`src/logic/dcache_pkg.sv`:
```
/*
 Data cache package.
 Cache geometry, the stored line entry and the controller states,
 shared by the line RAM, its interface and the cache controller.
*/
package dcache_pkg;

	// ==========================================================================
	// Geometry
	// ==========================================================================

	// Kept small so that index conflicts are frequent.
	localparam int unsigned index_bits = 4;
	localparam int unsigned line_count = 1 << index_bits;

	// One word per line, tagged by its full word address.
	typedef struct packed {
		logic        valid;
		logic        dirty;
		logic [29:0] tag;
		logic [31:0] data;
	} line_entry_t;

	// ==========================================================================
	// Controller states
	// ==========================================================================

	typedef enum logic [3:0] {
		init,
		idle,
		pass,
		write_setup,
		write_wb,
		read_setup,
		read_wb,
		read_fill,
		flush_setup,
		flush_check,
		flush_write,
		flush_next
	} ctrl_state_t;

endpackage

```
`src/logic/line_ram_if.sv`:
```
/*
 Line RAM interface.
 Connects the cache controller to the line store: one index, a write
 strobe with its entry, and the entry read back one cycle later.
*/
interface line_ram_if;
	import dcache_pkg::*;

	logic                  write;
	logic [index_bits-1:0] index;
	line_entry_t           wentry;
	// Entry at the index of the previous cycle.
	line_entry_t           rentry;

	modport ctrl (
		output write, index, wentry,
		input  rentry
	);

	modport ram (
		input  write, index, wentry,
		output rentry
	);

endinterface

```
`src/logic/dcache_ctrl.sv`:
```
/*
 Data cache controller.
 Direct-mapped write-back cache FSM: invalidates all lines after reset,
 serves cacheable reads and writes with victim write-back, forwards
 uncacheable accesses to the bus and flushes every dirty line on command.
 Also strobes hit and miss events for the counters.
*/
module dcache_ctrl (
	input  logic        i_clock,
	input  logic        i_reset,

	// Requester.
	input  logic        i_request,
	input  logic        i_rw,
	input  logic        i_flush,
	input  logic        i_cacheable,
	input  logic [31:0] i_address,
	input  logic [31:0] i_wdata,
	output logic        o_ready,
	output logic [31:0] o_rdata,

	// Memory bus.
	output logic        o_bus_request,
	output logic        o_bus_rw,
	output logic [31:0] o_bus_address,
	output logic [31:0] o_bus_wdata,
	input  logic        i_bus_ready,
	input  logic [31:0] i_bus_rdata,

	// Line store.
	line_ram_if.ctrl    ram,

	// Statistics.
	output logic        o_hit_pulse,
	output logic        o_miss_pulse
);
	import dcache_pkg::*;

	ctrl_state_t state;
	ctrl_state_t next_state;

	// Line walker shared by init and flush.
	// One bit wider so flush can see the end.
	logic [index_bits:0] walk_count;
	logic [index_bits:0] next_walk_count;

	logic [index_bits-1:0] req_index;
	logic [29:0]           req_tag;
	logic                  tag_hit;
	logic                  dirty_conflict;
	logic [31:0]           victim_address;
	line_entry_t           store_entry;
	line_entry_t           fill_entry;
	line_entry_t           clean_entry;

	// ==========================================================================
	// Request decode
	// ==========================================================================

	assign req_index = i_address[index_bits+1:2];
	assign req_tag   = i_address[31:2];

	// Entry read back is the one at the request index.
	assign tag_hit        = ram.rentry.valid && (ram.rentry.tag == req_tag);
	assign dirty_conflict = ram.rentry.valid && ram.rentry.dirty && !tag_hit;
	assign victim_address = {ram.rentry.tag, 2'b00};

	// Entries the controller may write.
	assign store_entry = '{valid: 1'b1, dirty: 1'b1, tag: req_tag, data: i_wdata};
	assign fill_entry  = '{valid: 1'b1, dirty: 1'b0, tag: req_tag, data: i_bus_rdata};
	assign clean_entry = '{valid: 1'b1, dirty: 1'b0, tag: ram.rentry.tag,
		data: ram.rentry.data};

	// ==========================================================================
	// State registers
	// ==========================================================================

	always_ff @(posedge i_clock) begin
		if (i_reset) begin
			state      <= init;
			walk_count <= '0;
		end else begin
			state      <= next_state;
			walk_count <= next_walk_count;
		end
	end

	// ==========================================================================
	// Next state and outputs
	// ==========================================================================

	always_comb begin
		next_state      = state;
		next_walk_count = walk_count;

		o_ready       = 1'b0;
		o_rdata       = '0;
		o_bus_request = 1'b0;
		o_bus_rw      = 1'b0;
		o_bus_address = '0;
		o_bus_wdata   = '0;
		o_hit_pulse   = 1'b0;
		o_miss_pulse  = 1'b0;

		ram.write  = 1'b0;
		ram.index  = req_index;
		ram.wentry = '0;

		case (state)
			// Invalidate one line per cycle.
			init: begin
				ram.write  = 1'b1;
				ram.index  = walk_count[index_bits-1:0];
				ram.wentry = '0;
				if (walk_count == (index_bits + 1)'(line_count - 1)) begin
					next_walk_count = '0;
					next_state      = idle;
				end else begin
					next_walk_count = walk_count + 1'b1;
				end
			end

			// RAM is indexed by the request address here.
			idle: begin
				if (i_request) begin
					if (i_flush) begin
						next_walk_count = '0;
						next_state      = flush_setup;
					end else if (!i_cacheable) begin
						next_state = pass;
					end else if (i_rw) begin
						next_state = write_setup;
					end else begin
						next_state = read_setup;
					end
				end
			end

			// Uncacheable access goes straight to the bus.
			pass: begin
				o_bus_request = i_request;
				o_bus_rw      = i_rw;
				o_bus_address = i_address;
				o_bus_wdata   = i_wdata;
				o_rdata       = i_bus_rdata;
				o_ready       = i_bus_ready;
				if (i_bus_ready) begin
					next_state = idle;
				end
			end

			// ======================================================================
			// Write
			// ======================================================================

			write_setup: begin
				o_hit_pulse  = tag_hit;
				o_miss_pulse = !tag_hit;
				if (dirty_conflict) begin
					next_state = write_wb;
				end else begin
					ram.write  = 1'b1;
					ram.wentry = store_entry;
					o_ready    = 1'b1;
					next_state = idle;
				end
			end

			// Victim goes out before the new word lands.
			write_wb: begin
				o_bus_request = 1'b1;
				o_bus_rw      = 1'b1;
				o_bus_address = victim_address;
				o_bus_wdata   = ram.rentry.data;
				if (i_bus_ready) begin
					ram.write  = 1'b1;
					ram.wentry = store_entry;
					o_ready    = 1'b1;
					next_state = idle;
				end
			end

			// ======================================================================
			// Read
			// ======================================================================

			read_setup: begin
				o_rdata = ram.rentry.data;
				if (tag_hit) begin
					o_hit_pulse = 1'b1;
					o_ready     = 1'b1;
					next_state  = idle;
				end else begin
					o_miss_pulse = 1'b1;
					next_state   = ram.rentry.dirty ? read_wb : read_fill;
				end
			end

			read_wb: begin
				o_bus_request = 1'b1;
				o_bus_rw      = 1'b1;
				o_bus_address = victim_address;
				o_bus_wdata   = ram.rentry.data;
				if (i_bus_ready) begin
					next_state = read_fill;
				end
			end

			// Fetched word is returned and stored clean.
			read_fill: begin
				o_bus_request = 1'b1;
				o_bus_address = i_address;
				o_rdata       = i_bus_rdata;
				if (i_bus_ready) begin
					ram.write  = 1'b1;
					ram.wentry = fill_entry;
					o_ready    = 1'b1;
					next_state = idle;
				end
			end

			// ======================================================================
			// Flush
			// ======================================================================

			flush_setup: begin
				ram.index = walk_count[index_bits-1:0];
				if (walk_count == (index_bits + 1)'(line_count)) begin
					next_walk_count = '0;
					o_ready         = 1'b1;
					next_state      = idle;
				end else begin
					next_state = flush_check;
				end
			end

			flush_check: begin
				ram.index = walk_count[index_bits-1:0];
				if (ram.rentry.valid && ram.rentry.dirty) begin
					next_state = flush_write;
				end else begin
					next_walk_count = walk_count + 1'b1;
					next_state      = flush_setup;
				end
			end

			// Write back, then mark the line clean.
			flush_write: begin
				ram.index     = walk_count[index_bits-1:0];
				o_bus_request = 1'b1;
				o_bus_rw      = 1'b1;
				o_bus_address = victim_address;
				o_bus_wdata   = ram.rentry.data;
				if (i_bus_ready) begin
					ram.write  = 1'b1;
					ram.wentry = clean_entry;
					next_state = flush_next;
				end
			end

			flush_next: begin
				ram.index       = walk_count[index_bits-1:0];
				next_walk_count = walk_count + 1'b1;
				next_state      = flush_setup;
			end

			default: begin
				next_state = idle;
			end
		endcase
	end

endmodule

```
`src/logic/dcache_stats.sv`:
```
/*
 Cache statistics.
 Saturating hit and miss counters fed by one-cycle strobes from the
 controller. Cleared on reset.
*/
module dcache_stats (
	input  logic        i_clock,
	input  logic        i_reset,
	input  logic        i_hit_pulse,
	input  logic        i_miss_pulse,
	output logic [31:0] o_hit_count,
	output logic [31:0] o_miss_count
);

	always_ff @(posedge i_clock) begin
		if (i_reset) begin
			o_hit_count  <= '0;
			o_miss_count <= '0;
		end else begin
			// Hold at the maximum.
			if (i_hit_pulse && (o_hit_count != '1)) begin
				o_hit_count <= o_hit_count + 1'b1;
			end
			if (i_miss_pulse && (o_miss_count != '1)) begin
				o_miss_count <= o_miss_count + 1'b1;
			end
		end
	end

endmodule

```
`src/logic/dcache_top.sv`:
```
/*
 Data cache top level.
 Direct-mapped write-back cache between a CPU load/store port and a
 32-bit memory bus, with hit and miss counters.
*/
module dcache_top (
	input  logic        i_clock,
	input  logic        i_reset,

	// Requester.
	input  logic        i_request,
	input  logic        i_rw,
	input  logic        i_flush,
	input  logic        i_cacheable,
	input  logic [31:0] i_address,
	input  logic [31:0] i_wdata,
	output logic        o_ready,
	output logic [31:0] o_rdata,

	// Memory bus.
	output logic        o_bus_request,
	output logic        o_bus_rw,
	output logic [31:0] o_bus_address,
	output logic [31:0] o_bus_wdata,
	input  logic        i_bus_ready,
	input  logic [31:0] i_bus_rdata,

	// Statistics.
	output logic [31:0] o_hit_count,
	output logic [31:0] o_miss_count
);

	logic hit_pulse;
	logic miss_pulse;

	line_ram_if ram_bus ();

	dcache_ctrl ctrl_i (
		.i_clock       (i_clock),
		.i_reset       (i_reset),
		.i_request     (i_request),
		.i_rw          (i_rw),
		.i_flush       (i_flush),
		.i_cacheable   (i_cacheable),
		.i_address     (i_address),
		.i_wdata       (i_wdata),
		.o_ready       (o_ready),
		.o_rdata       (o_rdata),
		.o_bus_request (o_bus_request),
		.o_bus_rw      (o_bus_rw),
		.o_bus_address (o_bus_address),
		.o_bus_wdata   (o_bus_wdata),
		.i_bus_ready   (i_bus_ready),
		.i_bus_rdata   (i_bus_rdata),
		.ram           (ram_bus.ctrl),
		.o_hit_pulse   (hit_pulse),
		.o_miss_pulse  (miss_pulse)
	);

	line_ram ram_i (
		.i_clock (i_clock),
		.ram     (ram_bus.ram)
	);

	dcache_stats stats_i (
		.i_clock      (i_clock),
		.i_reset      (i_reset),
		.i_hit_pulse  (hit_pulse),
		.i_miss_pulse (miss_pulse),
		.o_hit_count  (o_hit_count),
		.o_miss_count (o_miss_count)
	);

endmodule

```
`src/logic/line_ram.sv`:
```
/*
 Line RAM.
 Single-port store of cache line entries. The addressed entry is read
 on every clock, so it appears one cycle after its index; a write lands
 at the same clock edge.
*/
module line_ram (
	input logic     i_clock,
	line_ram_if.ram ram
);
	import dcache_pkg::*;

	// Contents come up undefined.
	// The controller invalidates every line after reset.
	line_entry_t lines [line_count];

	// Synchronous write.
	always_ff @(posedge i_clock) begin
		if (ram.write) begin
			lines[ram.index] <= ram.wentry;
		end
	end

	// Registered read, old contents on a write to the same index.
	always_ff @(posedge i_clock) begin
		ram.rentry <= lines[ram.index];
	end

endmodule

```
`config.mk`:
```
export PLATFORM = sky130hd
export DESIGN_NAME = dcache_top
export DESIGN_NICKNAME = d
export VERILOG_FILES = /design/src/logic/dcache_pkg.sv /design/src/logic/line_ram_if.sv /design/src/logic/dcache_ctrl.sv /design/src/logic/dcache_stats.sv /design/src/logic/dcache_top.sv /design/src/logic/line_ram.sv
export SDC_FILE = /design/constraint.sdc
export NUM_CORES = 1
export LEC_CHECK = 0
export BUFFER_PORTS_ARGS = -buffer_cell sky130_fd_sc_hd__buf_2
export CORE_AREA = 2 2 264 396
export CTS_CLUSTER_DIAMETER = 80
export DETAILED_ROUTE_END_ITERATION = 10
export DIE_AREA = 0 0 266 398
export PLACE_DENSITY = 0.68
export REMOVE_ABC_BUFFERS = 1
export SLEW_MARGIN = 20
export SYNTH_ARGS = -nofsm -noshare
export SYNTH_HDL_FRONTEND = slang
export SYNTH_SLANG_ARGS = --single-unit
```
`constraint.sdc`:
```
create_clock -name i_clock -period 18.3 [get_ports i_clock]
set_input_delay 2.745 -clock i_clock [delete_from_list [all_inputs] [get_ports i_clock]]
set_output_delay 2.745 -clock i_clock [all_outputs]
set_load 0.05 [all_outputs]
```
# Yosys cells after proc, flatten, opt, wreduce, memory -nomap -nowiden
# Memory sizes are Yosys's and may differ from the RTL's. A register that Yosys moved wholly into a read port is not among the register bits.
# Cells that the tools add are included.
# W data, S select, Z words.
classes:
  n_eq_ne: 24
  add_sub_neg: 3
  n_reduce_logical: 17
  n_mux: 42
ops:
  columns: ["operator", "n"]
  rows:
  - ["$mux W64", 4]
  - ["$pmux W64 S4", 1]
  - ["$pmux W32 S2", 3]
  - ["$add A32 B1 Y32 const B", 2]
  - ["$ne A32 B32 Y1 const B", 2]
  - ["$mux W4", 10]
  - ["$pmux W4 S10", 1]
  - ["$eq A30 B30 Y1", 1]
  - ["$mux W5", 5]
  - ["$pmux W5 S5", 1]
  - ["$eq A4 B3 Y1 const B", 4]
  - ["$eq A4 B4 Y1 const B", 4]
  - ["$ne A2 B2 Y1 const B", 5]
  - ["$reduce_and A5 Y1", 2]
  - ["$reduce_or A3 Y1", 3]
  - ["$eq A4 B2 Y1 const B", 2]
  - ["$mux W1", 8]
  - ["$pmux W1 S2", 4]
  - ["$mux W3", 2]
  - ["$ne A2 B1 Y1 const B", 3]
  - ["$add A5 B1 Y5 const B", 1]
  - ["$eq A5 B4 Y1 const B", 1]
  - ["$eq A5 B5 Y1 const B", 1]
  - ["$logic_and A1 B1 Y1", 5]
  - ["10 further kinds", 11]
totals:
  register_bits: 73
  ramBits: 1024
  elab_cells: 91
  in_bits: 103
  mem_count: 1
mem_list:
  columns: ["name", "depth", "width", "rd", "rd_ports_with_merged_regs", "wr", "line", "text"]
  rows:
  - ["ram_i.lines", 16, 64, 1, 1, 1, "line_ram.sv:15", "line_entry_t lines [line_count];"]

# Longest topological paths before layout
logic_depth:
  ltp_word: 8
  ltp_mapped: 11

# Hierarchy
# Synthesis repeated with hierarchy kept, for this count alone.
hier_totals:
  cells_unflattened: 2507
  area_unflattened_um2: 46016.6
by_module_without_submodules:
  columns: ["mod", "cells_per_inst", "n_inst", "area_each_um2"]
  rows:
  - ["line_ram", 1648, 1, 39517.9]
  - ["dcache_stats", 393, 1, 3273.1]
  - ["dcache_ctrl", 466, 1, 3225.6]

# Least setup slack after synthesis
# Ideal clock, no wire load.
synth_path:
  kind: "input to register"
  from: "input port i_address[4]"
  to: "memory ram_i.lines[12][0] (netlist bit), enable pin"
  setup_slack_ps: 9419
  t_required_ps: 17735
  setup_time_ps: 565
  t_arrival_ps: 8316
  path_stages: 8
  path_cell_list: "xnor2_1 nand4_1 nor4_1 nand2_1 clkbuf_1 nand3_1 nand3_1 nor3_1"
synth_between:
  elab_chain_cells: 8
  elab_cells_between_ends: 9
  cone_classes: "1 x eq/ne; 5 x mux; 3 x reduce/logical"
synth_rtl:
  columns: ["item", "line", "text"]
  rows:
  - ["start, declared", "dcache_top.sv:15", "input logic [31:0] i_address,"]
  - ["$eq A30 B30 Y1", "dcache_ctrl.sv:64", "assign tag_hit = ram.rentry.valid && (ram.rentry.tag == req_tag);"]
  - ["$logic_and A1 B1 Y1", "dcache_ctrl.sv:64", null]
  - ["$logic_not A1 Y1", "dcache_ctrl.sv:65", "assign dirty_conflict = ram.rentry.valid && ram.rentry.dirty && !tag_hit;"]
  - ["$logic_and A1 B1 Y1", "dcache_ctrl.sv:65", null]
  - ["$mux W1", "dcache_ctrl.sv:159", "if (dirty_conflict) begin"]
  - ["$pmux W1 S3", "dcache_ctrl.sv:109", "case (state)"]
  - ["$mux W1", "line_ram.sv:19", "if (ram.write) begin"]
  - ["$mux W1 (not written as such)", "line_ram.sv:20", "lines[ram.index] <= ram.wentry;"]
  - ["end, declared", "line_ram.sv:15", null]
# Parallel ways exist; a longest one is shown, timed or not.

# Final worst setup path
layout_path:
  from: "input port i_address[6]"
  to: "output port o_ready"
layout_between:
  elab_chain_cells: 6
  elab_cells_between_ends: 7
  cone_classes: "1 x eq/ne; 3 x mux; 3 x reduce/logical"
layout_rtl:
  columns: ["item", "line", "text"]
  rows:
  - ["$eq A30 B30 Y1 *", "dcache_ctrl.sv:64", null]
  - ["$logic_and A1 B1 Y1 *", "dcache_ctrl.sv:64", null]
  - ["$logic_not A1 Y1", "dcache_ctrl.sv:65", null]
  - ["$logic_and A1 B1 Y1", "dcache_ctrl.sv:65", null]
  - ["$mux W1", "dcache_ctrl.sv:159", null]
  - ["$pmux W1 S5 *", "dcache_ctrl.sv:109", null]
  - ["end, declared", "dcache_top.sv:17", "output logic o_ready,"]
# Every way passes the cells marked *; elsewhere a longest branch is shown, timed or not.

==> flow_metrics.tcl <==
set metrics [dict create \
    status "finished, final reports clean" \
    instances_no_fill 4135 \
    async_flop_share_pct 0 \
    drive_above_1_share_pct 27.9 \
    syn_inst 2443 \
    finish.net_count 2837 \
    grt_max_degree 118 \
    dp.cells 3935 \
    fin_worst_skew_ns 0.0306 \
    die-width_um 266 \
    die_h_um 398 \
    cts_tree "built" \
    htreeDepth 3 \
    drtIter0Drc 2996 \
    finalCritPeriodShare_pct 45.1 \
    synth_edf_count 1024 \
    cts_buffers 105 \
    rrSetupSlack_ns 13.46 \
    power.density_nw_per_um2 106 \
    wirelength_mm 114 \
    cap_violations 0 \
    fill_cells 8106 \
    timing.final.ws_setup_ns 10.04 \
    ir_drop_mv 0.0816 \
    path_cells "buf_2 -> xnor2_1 -> nand3_1 -> nor4_1 -> nand2_1 -> a21oi_1 -> a311o_1 -> buf_2" \
    grt_pass1_vias 25700 \
    path_delay_family "simple AND/OR/NAND/NOR gates" \
    arrival_ns 5.51 \
    cp-start-kind "input pin" \
    reg2reg_depth 9 \
    utilization_pct 50.9 \
    tightest_slew_ns 1.09 \
    crit_fanout 22 \
    hold_depth 2 \
    cts_setup_buffers 0 \
    rows 144 \
    dpl_cell_area_um2 48700 \
    endpoint_kind "primary output" \
    via_per_inst 6.09 \
    setup_viol 0 \
    slew_headroom_pct 27.5 \
    place_ws_ns 10.02 \
    post_cts_resized 0 \
    synth_ff_type "edfxtp_1" \
    reg2reg_to "ram_i.lines[9][6]" \
    grt_pass1_wl_mm 167 \
    dieArea_um2 106000 \
    hold_class "reg2reg" \
    core_um2 102000 \
    drc 0 \
    cts.path.max_buffers 3 \
    gp_congestion 0.831 \
    clock-sinks 1161 \
    rsz0062_at_grt "no" \
    max_freq_mhz 121 \
    critPathBufInv 2 \
    synth.avg_cell_area_um2 18.7 \
    io_pins 266 \
    dp_hpwl_mm 61.5 \
    grtUsageTotal_pct 21.4 \
    synth_area_um2 45700 \
    yosysWarnings 0 \
    whs_endpoint "stats_i.o_hit_count[22]" \
    insertion_delay_ns 0.69 \
    min_period_ns 8.26 \
    fin_area_um2 52100 \
    cts.clk_slew.worst_paths_ns 0.06 \
    hold_start "stats_i.o_hit_count[22]" \
    area_growth_pct 14.0 \
    hold_buffers 0 \
    hold_viol_final 0 \
    antenna_found_initial 3 \
    final_common_cell "edfxtp_1" \
    cp.required_ns 15.55 \
    overflow 0 \
    num_vias 25200 \
    mostFrequentLayoutCells "edfxtp_1 (1024), buf_2 (265), mux4_2 (256), dfxtp_1 (137), a22oi_1 (128)" \
    initial_core_util_pct 44.6 \
    drtPass1Iterations 9 \
    ant_nets 0 \
    ys_ff_latch 1161 \
    cp_slowest_cell "nand2_1" \
    ys_seq_area_share_pct 73.3 \
    routedWlPerCell_um 27.6 \
    cts_root_buffer "clkbuf_16" \
    buffer_ports.inserted 265 \
    final.setup.tns_ns 0 \
    crit_path_max_incr_delay_ns 0.58 \
    worstReg2RegStart "ram_i.ram.rentry[36]" \
    p_leak_nw 18.1 \
    synth.distinct_cells 63 \
    crit_top_cell "buf_2" \
    critPathKind "in2out" \
    report.final.slew_viol_count 0 \
]
routing by layer:
metal  track usage [%]  routed length (µm)  vias to the layer above
met3              2.38                7630                      175
met2              36.8               58100                     1181
met5                 0                  27                        -
met1              28.4               45200                    13100
met4              7.50                3310                        4
li1                  -                   -                    10700
how the worst max path moves through the flow:
stage / cells after the start / slack (ns) / to / from
after floorplan: 3 / -6.76 / ram_i.lines[12][0] / i_address[2]
after global routing: 8 / 9.95 / o_ready / i_address[6]
after global placement: 8 / 10.07 / o_ready / i_address[6]
after detailed placement: 8 / 10.02 / o_ready / i_address[6]
after CTS: 8 / 9.99 / o_ready / i_address[6]
final: 8 / 10.04 / o_ready / i_address[6]
cell usage after synthesis, drive strengths merged, types with 35 or more instances:
master / instances / area, µm²
xnor2: 47 / 412
a22o: 125 / 1090
mux4: 256 / 5770
inv: 48 / 180
buf: 56 / 288
nor2: 78 / 317
nor3: 36 / 180
clkbuf: 87 / 327
dfxtp: 137 / 2740
nand2: 119 / 447
edfxtp: 1024 / 30700
a22oi: 128 / 961
nand4: 35 / 219
cell type report:
cell class | count | area, µm² | share of cell area (%)
antenna | 1 | 2.50 | 0.00480
clock buffer | 152 | 2970 | 5.71
clock inverter | 47 | 445 | 0.855
inverter | 48 | 180 | 0.346
multi-input combinational | 1091 | 11600 | 22.2
sequential | 1161 | 33500 | 64.3
tap | 1314 | 1640 | 3.16
timing repair buffer | 321 | 1770 | 3.40
logic make-up after synthesis:
family,Yosys count,share of synthesized area [%]
xor+xnor,65,1.25
compound gates,379,6.52
simple gates,371,4.05
mux,270,13.0
flops,1161,73.3
fa+ha+maj,6,0.164
buf+inv,191,1.74
registers in the layout, indices dropped and copies added (netlist names):
register,cells
ram_i.ram.rentry,64
stats_i.o_miss_count,32
ctrl_i.state,4
stats_i.o_hit_count,32
ram_i.lines,1024
ctrl_i.walk_count,5
per-stage QoR:
step,power [mW],hold slack [ns]
detailed placement,3.39,0.507
finish,5.50,0.514
global route,5.66,0.544
floorplan,3.31,0.469
CTS,5.55,0.517
global placement,3.38,0.479
power by group:
part           internal, mW  switching [mW]
registers              2.93          0.0496
clock network          1.22           0.955
logic                 0.146           0.201
tightest hold or removal path: stages (launching register included):
cell and delay [ns]:
dfxtp_1 0.33, o21ai_0 0.07, a21oi_1 0.06
No activity file was read; power rests on OpenSTA's default activity.
